--- config.mk ---
export PLATFORM = sky130hd
export DESIGN_NAME = cgmii_frame_gen
export DESIGN_NICKNAME = d
export VERILOG_FILES = /design/src/hw/cgmii_gen_pkg.sv /design/src/hw/cgmii_block_builder.sv /design/src/hw/cgmii_frame_gen.sv /design/src/hw/frame_fsm.sv /design/src/hw/length_timer.sv /design/src/hw/payload_prbs.sv
export SDC_FILE = /design/constraint.sdc
export NUM_CORES = 1
export LEC_CHECK = 0
export BUFFER_PORTS_ARGS = -buffer_cell sky130_fd_sc_hd__buf_2
export CORE_ASPECT_RATIO = 0.6
export CORE_MARGIN = 4
export CORE_UTILIZATION = 48
export CTS_CLUSTER_SIZE = 25
export DETAILED_ROUTE_END_ITERATION = 6
export GPL_TIMING_DRIVEN = 0
export HOLD_SLACK_MARGIN = 0.08
export PLACE_DENSITY = 0.67
export SYNTH_ARGS = -nofsm -noshare
export SYNTH_HDL_FRONTEND = slang
export SYNTH_SLANG_ARGS = --single-unit
--- constraint.sdc ---
create_clock -name i_clock -period 3.9 [get_ports i_clock]
set_input_delay 0.78 -clock i_clock [delete_from_list [all_inputs] [get_ports i_clock]]
set_output_delay 0.78 -clock i_clock [all_outputs]
set_load 0.02 [all_outputs]
--- src/hw/cgmii_gen_pkg.sv ---
package cgmii_gen_pkg;

	localparam int DATA_W = 64;
	localparam int CTRL_W = 8;
	localparam int CNT_W  = 8;

	// CGMII control characters
	localparam logic [7:0] CH_IDLE     = 8'h07;
	localparam logic [7:0] CH_START    = 8'hfb;
	localparam logic [7:0] CH_TERM     = 8'hfd;
	localparam logic [7:0] CH_ERROR    = 8'hfe;
	localparam logic [7:0] CH_PREAMBLE = 8'h55;
	localparam logic [7:0] CH_SFD      = 8'hd5;

	localparam logic [31:0] PAYLOAD_SEED = 32'h1d2c3b4a; // Nonzero xorshift seed

	typedef enum logic [5:0] {
		ST_INIT  = 6'b000001,
		ST_IDLE  = 6'b000010,
		ST_START = 6'b000100,
		ST_DATA  = 6'b001000,
		ST_TERM  = 6'b010000,
		ST_ERROR = 6'b100000
	} state_t;

	typedef enum logic [3:0] {
		DBG_NONE          = 4'h0,
		DBG_FORCE_ERROR   = 4'h1,
		DBG_FORCE_IDLE    = 4'h2,
		DBG_FORCE_DATA    = 4'h4,
		DBG_RESTART_COUNT = 4'h8,
		DBG_FORCE_TERM    = 4'hf
	} dbg_cmd_t;

	// clear and step together load the count with 1
	typedef struct packed {
		logic clear;
		logic step;
		logic sel_data;
	} timer_ctl_t;

	typedef struct packed {
		logic [DATA_W-1:0] data;
		logic [CTRL_W-1:0] ctrl;
	} cgmii_blk_t;

	typedef struct packed {
		cgmii_blk_t blk;
		logic       sof;
		state_t     state;
	} gen_out_t;

endpackage

--- src/hw/cgmii_block_builder.sv ---
`timescale 1ns/100ps
module cgmii_block_builder (
	input  logic                              i_clock,
	input  logic                              i_reset,
	input  logic                              i_enable,
	input  cgmii_gen_pkg::state_t             i_state,
	input  logic [cgmii_gen_pkg::DATA_W-1:0]  i_payload,
	output logic                              o_advance,
	output cgmii_gen_pkg::gen_out_t           o_out,
	output logic                              o_valid
);

	cgmii_gen_pkg::cgmii_blk_t  blk_nxt;
	cgmii_gen_pkg::cgmii_blk_t  blk_q;
	cgmii_gen_pkg::state_t      state_q;
	logic                       sof_q;
	logic                       valid_q;

	// Lane 0 is the low byte
	always_comb begin
		case (i_state)
			cgmii_gen_pkg::ST_INIT,
			cgmii_gen_pkg::ST_IDLE: begin
				blk_nxt.data = {8{cgmii_gen_pkg::CH_IDLE}};
				blk_nxt.ctrl = 8'hff;
			end
			cgmii_gen_pkg::ST_START: begin
				blk_nxt.data = {cgmii_gen_pkg::CH_SFD, {6{cgmii_gen_pkg::CH_PREAMBLE}},
					cgmii_gen_pkg::CH_START};
				blk_nxt.ctrl = 8'h01;
			end
			cgmii_gen_pkg::ST_DATA: begin
				blk_nxt.data = i_payload;
				blk_nxt.ctrl = 8'h00;
			end
			cgmii_gen_pkg::ST_TERM: begin
				blk_nxt.data = {{7{cgmii_gen_pkg::CH_IDLE}}, cgmii_gen_pkg::CH_TERM};
				blk_nxt.ctrl = 8'hff; // Terminate always in lane 0
			end
			default: begin
				blk_nxt.data = {8{cgmii_gen_pkg::CH_ERROR}};
				blk_nxt.ctrl = 8'hff;
			end
		endcase
	end

	always_ff @(posedge i_clock) begin
		if (i_enable) begin
			blk_q <= blk_nxt;
		end
	end

	always_ff @(posedge i_clock) begin
		if (i_reset) begin
			sof_q   <= 1'b0;
			state_q <= cgmii_gen_pkg::ST_INIT;
			valid_q <= 1'b0;
		end else begin
			valid_q <= i_enable; // One-cycle strobe per step
			if (i_enable) begin
				sof_q   <= (i_state == cgmii_gen_pkg::ST_START);
				state_q <= i_state;
			end
		end
	end

	assign o_advance = i_enable && (i_state == cgmii_gen_pkg::ST_DATA);
	assign o_out     = '{blk: blk_q, sof: sof_q, state: state_q};
	assign o_valid   = valid_q;

endmodule

--- src/hw/cgmii_frame_gen.sv ---
`timescale 1ns/100ps
module cgmii_frame_gen (
	input  logic                             i_clock,
	input  logic                             i_reset,
	input  logic                             i_enable,
	input  cgmii_gen_pkg::dbg_cmd_t          i_dbg,
	input  logic [cgmii_gen_pkg::CNT_W-1:0]  i_n_idle,
	input  logic [cgmii_gen_pkg::CNT_W-1:0]  i_n_data,
	output cgmii_gen_pkg::gen_out_t          o_out,
	output logic                             o_valid
);

	cgmii_gen_pkg::state_t              state;
	cgmii_gen_pkg::timer_ctl_t          timer_ctl;
	logic [cgmii_gen_pkg::CNT_W-1:0]    limit;
	logic                               done;
	logic                               advance;
	logic [cgmii_gen_pkg::DATA_W-1:0]   payload;

	frame_fsm u_fsm (
		.i_clock     (i_clock),
		.i_reset     (i_reset),
		.i_enable    (i_enable),
		.i_dbg       (i_dbg),
		.i_n_idle    (i_n_idle),
		.i_n_data    (i_n_data),
		.i_done      (done),
		.o_state     (state),
		.o_timer_ctl (timer_ctl),
		.o_limit     (limit)
	);

	length_timer u_timer (
		.i_clock  (i_clock),
		.i_reset  (i_reset),
		.i_enable (i_enable),
		.i_ctl    (timer_ctl),
		.i_limit  (limit),
		.o_done   (done)
	);

	payload_prbs u_prbs (
		.i_clock   (i_clock),
		.i_reset   (i_reset),
		.i_advance (advance), // Already qualified by i_enable
		.o_word    (payload)
	);

	cgmii_block_builder u_builder (
		.i_clock   (i_clock),
		.i_reset   (i_reset),
		.i_enable  (i_enable),
		.i_state   (state),
		.i_payload (payload),
		.o_advance (advance),
		.o_out     (o_out),
		.o_valid   (o_valid)
	);

endmodule

--- src/hw/frame_fsm.sv ---
`timescale 1ns/100ps
module frame_fsm (
	input  logic                             i_clock,
	input  logic                             i_reset,
	input  logic                             i_enable,
	input  cgmii_gen_pkg::dbg_cmd_t          i_dbg,
	input  logic [cgmii_gen_pkg::CNT_W-1:0]  i_n_idle,
	input  logic [cgmii_gen_pkg::CNT_W-1:0]  i_n_data,
	input  logic                             i_done,
	output cgmii_gen_pkg::state_t            o_state,
	output cgmii_gen_pkg::timer_ctl_t        o_timer_ctl,
	output logic [cgmii_gen_pkg::CNT_W-1:0]  o_limit
);

	cgmii_gen_pkg::state_t              state;
	cgmii_gen_pkg::state_t              state_nxt;
	cgmii_gen_pkg::timer_ctl_t          ctl;
	logic [cgmii_gen_pkg::CNT_W-1:0]    n_idle;
	logic [cgmii_gen_pkg::CNT_W-1:0]    n_data;
	logic                               load_len;

	always_ff @(posedge i_clock) begin
		if (i_reset) begin
			state  <= cgmii_gen_pkg::ST_INIT;
			n_idle <= i_n_idle; // Lengths follow the inputs during reset
			n_data <= i_n_data;
		end else if (i_enable) begin
			state <= state_nxt;
			if (load_len) begin
				n_idle <= i_n_idle;
				n_data <= i_n_data;
			end
		end
	end

	always_comb begin
		state_nxt    = state;
		ctl          = '0;
		ctl.sel_data = (state == cgmii_gen_pkg::ST_DATA);
		load_len     = 1'b0;
		case (i_dbg)
			cgmii_gen_pkg::DBG_NONE: begin
				case (state)
					cgmii_gen_pkg::ST_INIT: begin
						state_nxt = cgmii_gen_pkg::ST_IDLE;
						ctl.clear = 1'b1;
					end
					cgmii_gen_pkg::ST_IDLE: begin
						if (i_done) begin
							state_nxt = cgmii_gen_pkg::ST_START;
							ctl.clear = 1'b1;
						end else begin
							ctl.step = 1'b1;
						end
					end
					cgmii_gen_pkg::ST_START: begin
						state_nxt = cgmii_gen_pkg::ST_DATA;
						ctl.clear = 1'b1;
					end
					cgmii_gen_pkg::ST_DATA: begin
						if (i_done) begin
							state_nxt = cgmii_gen_pkg::ST_TERM;
							ctl.clear = 1'b1;
						end else begin
							ctl.step = 1'b1;
						end
					end
					cgmii_gen_pkg::ST_TERM: begin
						state_nxt = cgmii_gen_pkg::ST_IDLE;
						ctl.clear = 1'b1;
						load_len  = 1'b1; // New lengths for the next frame
					end
					cgmii_gen_pkg::ST_ERROR: begin
						state_nxt = cgmii_gen_pkg::ST_IDLE;
						ctl.clear = 1'b1;
					end
					default: begin
						state_nxt = cgmii_gen_pkg::ST_ERROR;
						ctl.clear = 1'b1;
					end
				endcase
			end
			// Timer is shared, so every forced jump starts its phase from zero
			cgmii_gen_pkg::DBG_FORCE_ERROR: begin
				state_nxt = cgmii_gen_pkg::ST_ERROR;
				ctl.clear = 1'b1;
			end
			cgmii_gen_pkg::DBG_FORCE_IDLE: begin
				state_nxt = cgmii_gen_pkg::ST_IDLE;
				ctl.clear = 1'b1;
			end
			cgmii_gen_pkg::DBG_FORCE_DATA: begin
				state_nxt = cgmii_gen_pkg::ST_DATA;
				ctl.clear = 1'b1;
			end
			cgmii_gen_pkg::DBG_FORCE_TERM: begin
				state_nxt = cgmii_gen_pkg::ST_TERM;
				ctl.clear = 1'b1;
			end
			cgmii_gen_pkg::DBG_RESTART_COUNT: begin
				ctl.clear = 1'b1; // Count back to 1
				ctl.step  = 1'b1;
			end
			default: begin
			end
		endcase
	end

	assign o_state     = state;
	assign o_timer_ctl = ctl;
	assign o_limit     = ctl.sel_data ? n_data : n_idle;

	a_state_onehot: assert property (@(posedge i_clock) disable iff (i_reset)
		$onehot(state))
		else $error("frame state not one-hot: %b", state);

endmodule

--- src/hw/length_timer.sv ---
`timescale 1ns/100ps
module length_timer (
	input  logic                             i_clock,
	input  logic                             i_reset,
	input  logic                             i_enable,
	input  cgmii_gen_pkg::timer_ctl_t        i_ctl,
	input  logic [cgmii_gen_pkg::CNT_W-1:0]  i_limit,
	output logic                             o_done
);

	logic [cgmii_gen_pkg::CNT_W-1:0] count;

	always_ff @(posedge i_clock) begin
		if (i_reset) begin
			count <= '0;
		end else if (i_enable) begin
			if (i_ctl.clear) begin
				count <= {{(cgmii_gen_pkg::CNT_W-1){1'b0}}, i_ctl.step}; // 0, or 1 on restart
			end else if (i_ctl.step) begin
				count <= count + 1'b1;
			end
		end
	end

	assign o_done = (count == i_limit);

	// FSM only steps while the phase is unfinished
	a_count_in_range: assert property (@(posedge i_clock) disable iff (i_reset)
		i_enable && i_ctl.step && !i_ctl.clear |-> count < i_limit)
		else $error("timer stepping past limit: count %0d limit %0d", count, i_limit);

endmodule

--- src/hw/payload_prbs.sv ---
`timescale 1ns/100ps
module payload_prbs (
	input  logic                              i_clock,
	input  logic                              i_reset,
	input  logic                              i_advance,
	output logic [cgmii_gen_pkg::DATA_W-1:0]  o_word
);

	logic [31:0] s;
	logic [31:0] s_a;
	logic [31:0] s_b;
	logic [31:0] s_nxt;

	// xorshift32, shifts 13, 17, 5
	always_comb begin
		s_a   = s ^ (s << 13);
		s_b   = s_a ^ (s_a >> 17);
		s_nxt = s_b ^ (s_b << 5);
	end

	always_ff @(posedge i_clock) begin
		if (i_reset) begin
			s <= cgmii_gen_pkg::PAYLOAD_SEED;
		end else if (i_advance) begin
			s <= s_nxt;
		end
	end

	assign o_word = {s, ~s}; // Inverse in the low half

	a_state_nonzero: assert property (@(posedge i_clock) disable iff (i_reset)
		s != 32'h0)
		else $error("payload generator locked at zero");

endmodule

# --- Word level (Yosys, flattened, before mapping) ---
# Cells that the tools add are included.
word_totals:
  latchBits: 0
  regBits: 142
  out_inout_bits: 80
  mem_bits_rw: 0
  romBits: 0
  mem_count: 0
  inputBits: 23
classes:
  magnitude_cmp: 0
  addsub: 1
  n_shift: 0
  reduce_logical: 13
  n_mul: 0
  muxes: 22
  n_div: 0
  bitwise: 4
  eq_ne: 14
op_table:
  columns: ["op", "n"]
  rows:
  - ["one-hot mux 72 bit (4 select lines)", 1]
  - ["two-way mux 8 bit", 9]
  - ["XOR 32 bit", 2]
  - ["NOT 32 bit", 1]
  - ["XOR 32 x 15 -> 32 bit", 1]
  - ["one-hot mux 6 bit (5 select lines)", 1]
  - ["one-hot mux 6 bit (4 select lines)", 1]
  - ["two-way mux 6 bit", 2]
  - ["adder 8 x 1 -> 8 bit, second input constant", 1]
  - ["equality test 4 bit, second input constant", 2]
  - ["equality test 8 bit", 1]
  - ["equality test 6 x 1 -> 1 bit, second input constant", 1]
  - ["equality test 6 x 2 -> 1 bit, second input constant", 1]
  - ["equality test 6 x 3 -> 1 bit, second input constant", 1]
  - ["equality test 6 x 4 -> 1 bit, second input constant", 1]
  - ["equality test 6 x 5 -> 1 bit, second input constant", 1]
  - ["equality test 6 bit, second input constant", 1]
  - ["two-way mux 1 bit", 6]
  - ["inequality test 3 bit, second input constant", 2]
  - ["nonzero test 2 bit", 3]
  - ["nonzero test 5 bit", 1]
  - ["OR reduction 5 bit", 1]
  - ["equality test 4 x 1 -> 1 bit, second input constant", 1]
  - ["equality test 4 x 2 -> 1 bit, second input constant", 1]
  - ["other kinds (8)", 11]

# --- Depth between registers and ports, before layout ---
logic_depth:
  depth_word: 8
  ltp_mapped: 10

# --- By module ---
# A second synthesis with hierarchy kept.
unflattened:
  hier_cells: 660
  hier_area_um2: 6936.7
modules_own_cells:
  columns: ["mod", "n_inst", "area_per_inst_um2", "cells_per_inst"]
  rows:
  - ["cgmii_block_builder", 1, 3138.0, 228]
  - ["payload_prbs", 1, 2079.5, 247]
  - ["frame_fsm", 1, 1232.4, 130]
  - ["length_timer", 1, 486.7, 55]

# --- Worst setup path before layout ---
# OpenSTA, ideal clock, no wires.
synth_path:
  path_type: "reg2reg"
  from: "register u_fsm.state[1], in the netlist u_fsm.o_state[1]"
  to: "register u_fsm.state[4], in the netlist u_fsm.o_state[4]"
  setup_ns: 0.123
  setup_slack_ns: 1.320
  t_required_ns: 3.777
  path_buffers: 1
  t_arrival_ns: 2.457
  path_stages_with_launch: 9
  path_cell_list: "dfxtp_1 > or4_4 > buf_6 > o22ai_1 > nand3_1 > a2111oi_4 > a41oi_4 > a31oi_4 > mux2_1"
synth_between:
  elab_chain_cells: 5
synth_lines:
  columns: ["element", "line", "source"]
  rows:
  - ["start, declared", "frame_fsm.sv:15", "cgmii_gen_pkg::state_t state;"]
  - ["start signal, assigned", "frame_fsm.sv:24", "state <= cgmii_gen_pkg::ST_INIT;"]
  - ["start signal, assigned", "frame_fsm.sv:28", "state <= state_nxt;"]
  - ["equality test 6 x 4 -> 1 bit", "frame_fsm.sv:39, frame_fsm.sv:43", null]
  - ["two-way mux 8 bit", "frame_fsm.sv:111", "assign o_limit = ctl.sel_data ? n_data : n_idle;"]
  - ["equality test 8 bit", "length_timer.sv:25", "assign o_done = (count == i_limit);"]
  - ["inequality test 3 bit (no line)", null, null]
  - ["AND reduction 4 bit (no line)", null, null]
# Parallel ways exist; a longest one is shown, timed or not.
# A chain may end at the register's enable or synchronous reset.

# --- Worst setup path in the final report ---
layout_path:
  from: "register u_fsm.state[0], in the netlist u_fsm.o_state[0]"
  to: "register u_fsm.state[4], in the netlist u_fsm.o_state[4]"
# The elaborated chain is that of the path after synthesis.

==> results.md <==
Outcome
* completed — outcome

GRT
* 0.226 — global-route usage over all layers
* 0 — grt ovf
* 0 — number of antenna violations at the first check in global routing
* 68 — maximum number of pins on one net before global-route repair
* 28.0 mm — global-route wire length before repair
* 5,028 — via count of the first global-routing pass

Floorplan
* 15,800 µm² — total die area
* 98.9 µm — Chip Height
* 0.502 — initial core utilization
* 103 — I/O pin total
* 160 µm — horizontal extent of the die
* 13,200 µm² — Placeable Area
* 32 — cell row count

Synth
* 0 — count of synthesis-stage warnings from yosys
* edfxtp_1 (82), o21ai_0 (66), dfxtp_1 (54), clkbuf_1 (48), a21oi_1 (43) — leading post-synthesis cells by instance count
* 56 — Distinct cells, synth
* 667 — post-synth net total
* edfxtp_1 — most common cell in the netlist
* 0.372 — area share of the largest cell type after synthesis
* edfxtp_1 (37%), dfxtp_1 (16%), xor2_1 (5.2%) — biggest area contributors in the synthesized netlist
* edfxtp_1 — ys flop type
* 643 — post-synthesis cell count
* 6610 µm² — synthesized cell area
* 82 — number of enable-type register cells in the synthesized netlist
* 136 — number of storage elements in the synthesis netlist
* 0 — async set-reset flop share out of synthesis
* 10.3 µm² — mean instance size in the synthesized netlist
* edfxtp_1 — cell taking the most area after synthesis
* 0.536 — proportion of synthesized chip area in sequential cells

STA
* 0 ns — Setup TNS Final
* 3.25 ns — post-route minimum period
* 0.505 ns — hold slack
* 0 — number of hold violations in the final report
* 0.0102 ns — Max Clock Skew
* 0.834 — Period Utilization, post-route
* 0 — Final setup violation count
* 1.07 ns — slew at the pin closest to its max-slew limit
* false — unrepaired setup endpoints after global routing
* 0 — max-slew violation total from the final report
* 0.307 GHz — peak clock frequency supported by timing
* 0.283 — Max-slew headroom

Pwr
* 474 nW/µm² — power per cell area
* 2.98 nW — leak pwr
* 275 µV — Worst VDD drop

Setup path
* reg -> reg — critical path type
* flop — nature of the critical path endpoint
* 4.21 ns — critical path data required time
* buf_2 — most common cell type on the critical path
* 10 — Worst Path Max Fanout
* nor4_2 — critical-path cell with the highest stage delay
* 0.57 ns — CP max stage delay
* buf_2, nor4_2, buf_2, nand3_1, and3_1, nor4b_2, a41oi_4, a31oi_4, mux2_1 — cell-by-cell trace of the critical path
* flop — category of the worst setup path launch point
* simple AND/OR/NAND/NOR gates — cell family with most CP delay
* 2 — Bufs and invs on worst path
* 3.56 ns — Arr. time, crit path

Cells and area
* 0 — diode insertion count for antenna repair
* 20.7% — synthesis-to-layout area growth
* 1,094 — FILL cells
* 787 — post-layout net count
* 0.213 — fraction of layout instances using a drive strength above 1

Clock tree
* 0.06 ns — clock transition at the registers of the reported paths
* clkbuf_16 — buffer cell driving the clock tree root
* 0 — CTS-repair resized insts
* 0.43 ns — latest clock arrival within the worst-skew pair
* 17 — total clock buffers created by CTS
* built — clock tree from TritonCTS
* 4 — CTS H-tree lvls
* 136 — number of clock sinks
* 2 — Max Buffers Root-to-Sink
* 0 — postcts setup bufs
* 0 — CTS Hold Bufs

Placed design
* 101 — number of port buffers
* 0.850 — RD Place Congestion
* 12.8 mm — post-detail-place hpwl

Detailed routing
* 579 — starting DRC count in detailed routing
* 5 — Initial DRT Pass Iterations
* 18.1 mm — aggregate routed wire length
* 5,383 — via count
* 0 — DRC viols
* 5.69 — Vias/cell
* 0 — residual antenna-violating net count after detailed routing
* 19.1 µm — average routed wire per standard cell

Worst hold path
* reg -> reg — class of the tightest hold or removal check

Run
* 0 — number of maximum-capacitance constraint violations

## through the flow
stage | cells | instance area (µm²) | setup slack [ns] | utilization | total power, mW
after floorplan | 643 | 6610 | 1.32 | - | 1.88
after global placement | 914 | 7330 | 0.0390 | 0.556 | 2.01
after detailed placement | 914 | 7330 | -0.0655 | 0.556 | 2.02
after CTS | 946 | 7980 | 0.377 | 0.606 | 3.79
after global routing | 946 | 7980 | 0.525 | 0.606 | 3.89
final | 946 | 7980 | 0.648 | 0.606 | 3.78
## cell type report
cell class              count  area [µm²]  share of cell area
flip-flops and latches    136        3540               0.444
clock inverters            14         221              0.0277
plain buffers              63         275              0.0345
repair buffers            101         508              0.0636
well taps                 170         213              0.0266
clock buffers              18         429              0.0538
multi-input cells         432        2750               0.344
inverters                  12        45.0             0.00564
## final timing paths
path / start / end / slack, ns / cells past startpoint
worst min register to register: u_builder.state_q[1]$_SDFFE_PP0P_ / u_builder.state_q[1]$_SDFFE_PP0P_ / 0.51 / 2
worst min-delay path: u_builder.state_q[1]$_SDFFE_PP0P_ / u_builder.state_q[1]$_SDFFE_PP0P_ / 0.51 / 2
worst max-delay path: u_fsm.o_state[0]$_SDFFE_PP1P_ / u_fsm.o_state[4]$_SDFFE_PP0P_ / 0.65 / 9
worst max register to register: u_fsm.o_state[0]$_SDFFE_PP1P_ / u_fsm.o_state[4]$_SDFFE_PP0P_ / 0.65 / 9
## placed cells by master (no fill, tap or decap), types with 8 or more instances in the layout
master     synthesis  layout
inv_1             11      11
buf_2              4     104
or3b_2            12      12
clkbuf_16          0      17
buf_4              7       8
nor2_1            42      42
dfxtp_1           54      54
o21ai_0           66      66
clkbuf_1          48      49
nand2_1           41      41
nor3_1            23      23
mux2i_1           12      12
a21oi_1           43      43
xnor2_1           34      34
edfxtp_1          82      82
or3_1             18      18
xor2_1            39      39
and3_1            14      14
## sequential cells by signal (all words and copies together), names as in the netlist
register           flops
u_builder.state_q      6
u_fsm.n_data           8
u_builder.sof_q        1
u_prbs.s              32
u_fsm.o_state          6
u_builder.o_out       66
u_timer.count          8
u_fsm.n_idle           8
u_builder.o_valid      1
## worst min-delay path, delay by kind of cell, from the launching register on
kind | cells | cell delay [ns]
DFF | 1 | 0.33
and+or+nand+nor | 1 | 0.08
muxes | 1 | 0.07
## logic make-up after synthesis
group / share of synthesized area
muxes: 0.0199
xor gates and xnor gates: 0.0967
buffers and inverters: 0.0484
and+or+nand+nor: 0.151
AOI/OAI and AO/OA: 0.146
adders and majority gates: 0.00189
DFF: 0.536
## routing by layer
layer / GRT usage / share of wire / vias to the layer above
li1: - / - / 2533
met1: 0.342 / 0.49 / 2597
met2: 0.312 / 0.41 / 230
met3: 0.0710 / 0.098 / 23
met4: 0.0547 / 0.011 / 0
met5: 0 / 0 / -
## power breakdown
part | internal (mW) | total [mW] | switching, mW
Combinational | 0.112 | 0.359 | 0.247
Clock | 1.14 | 1.78 | 0.642
Sequential | 1.62 | 1.64 | 0.0223
No activity file was read; power rests on OpenSTA's default activity.
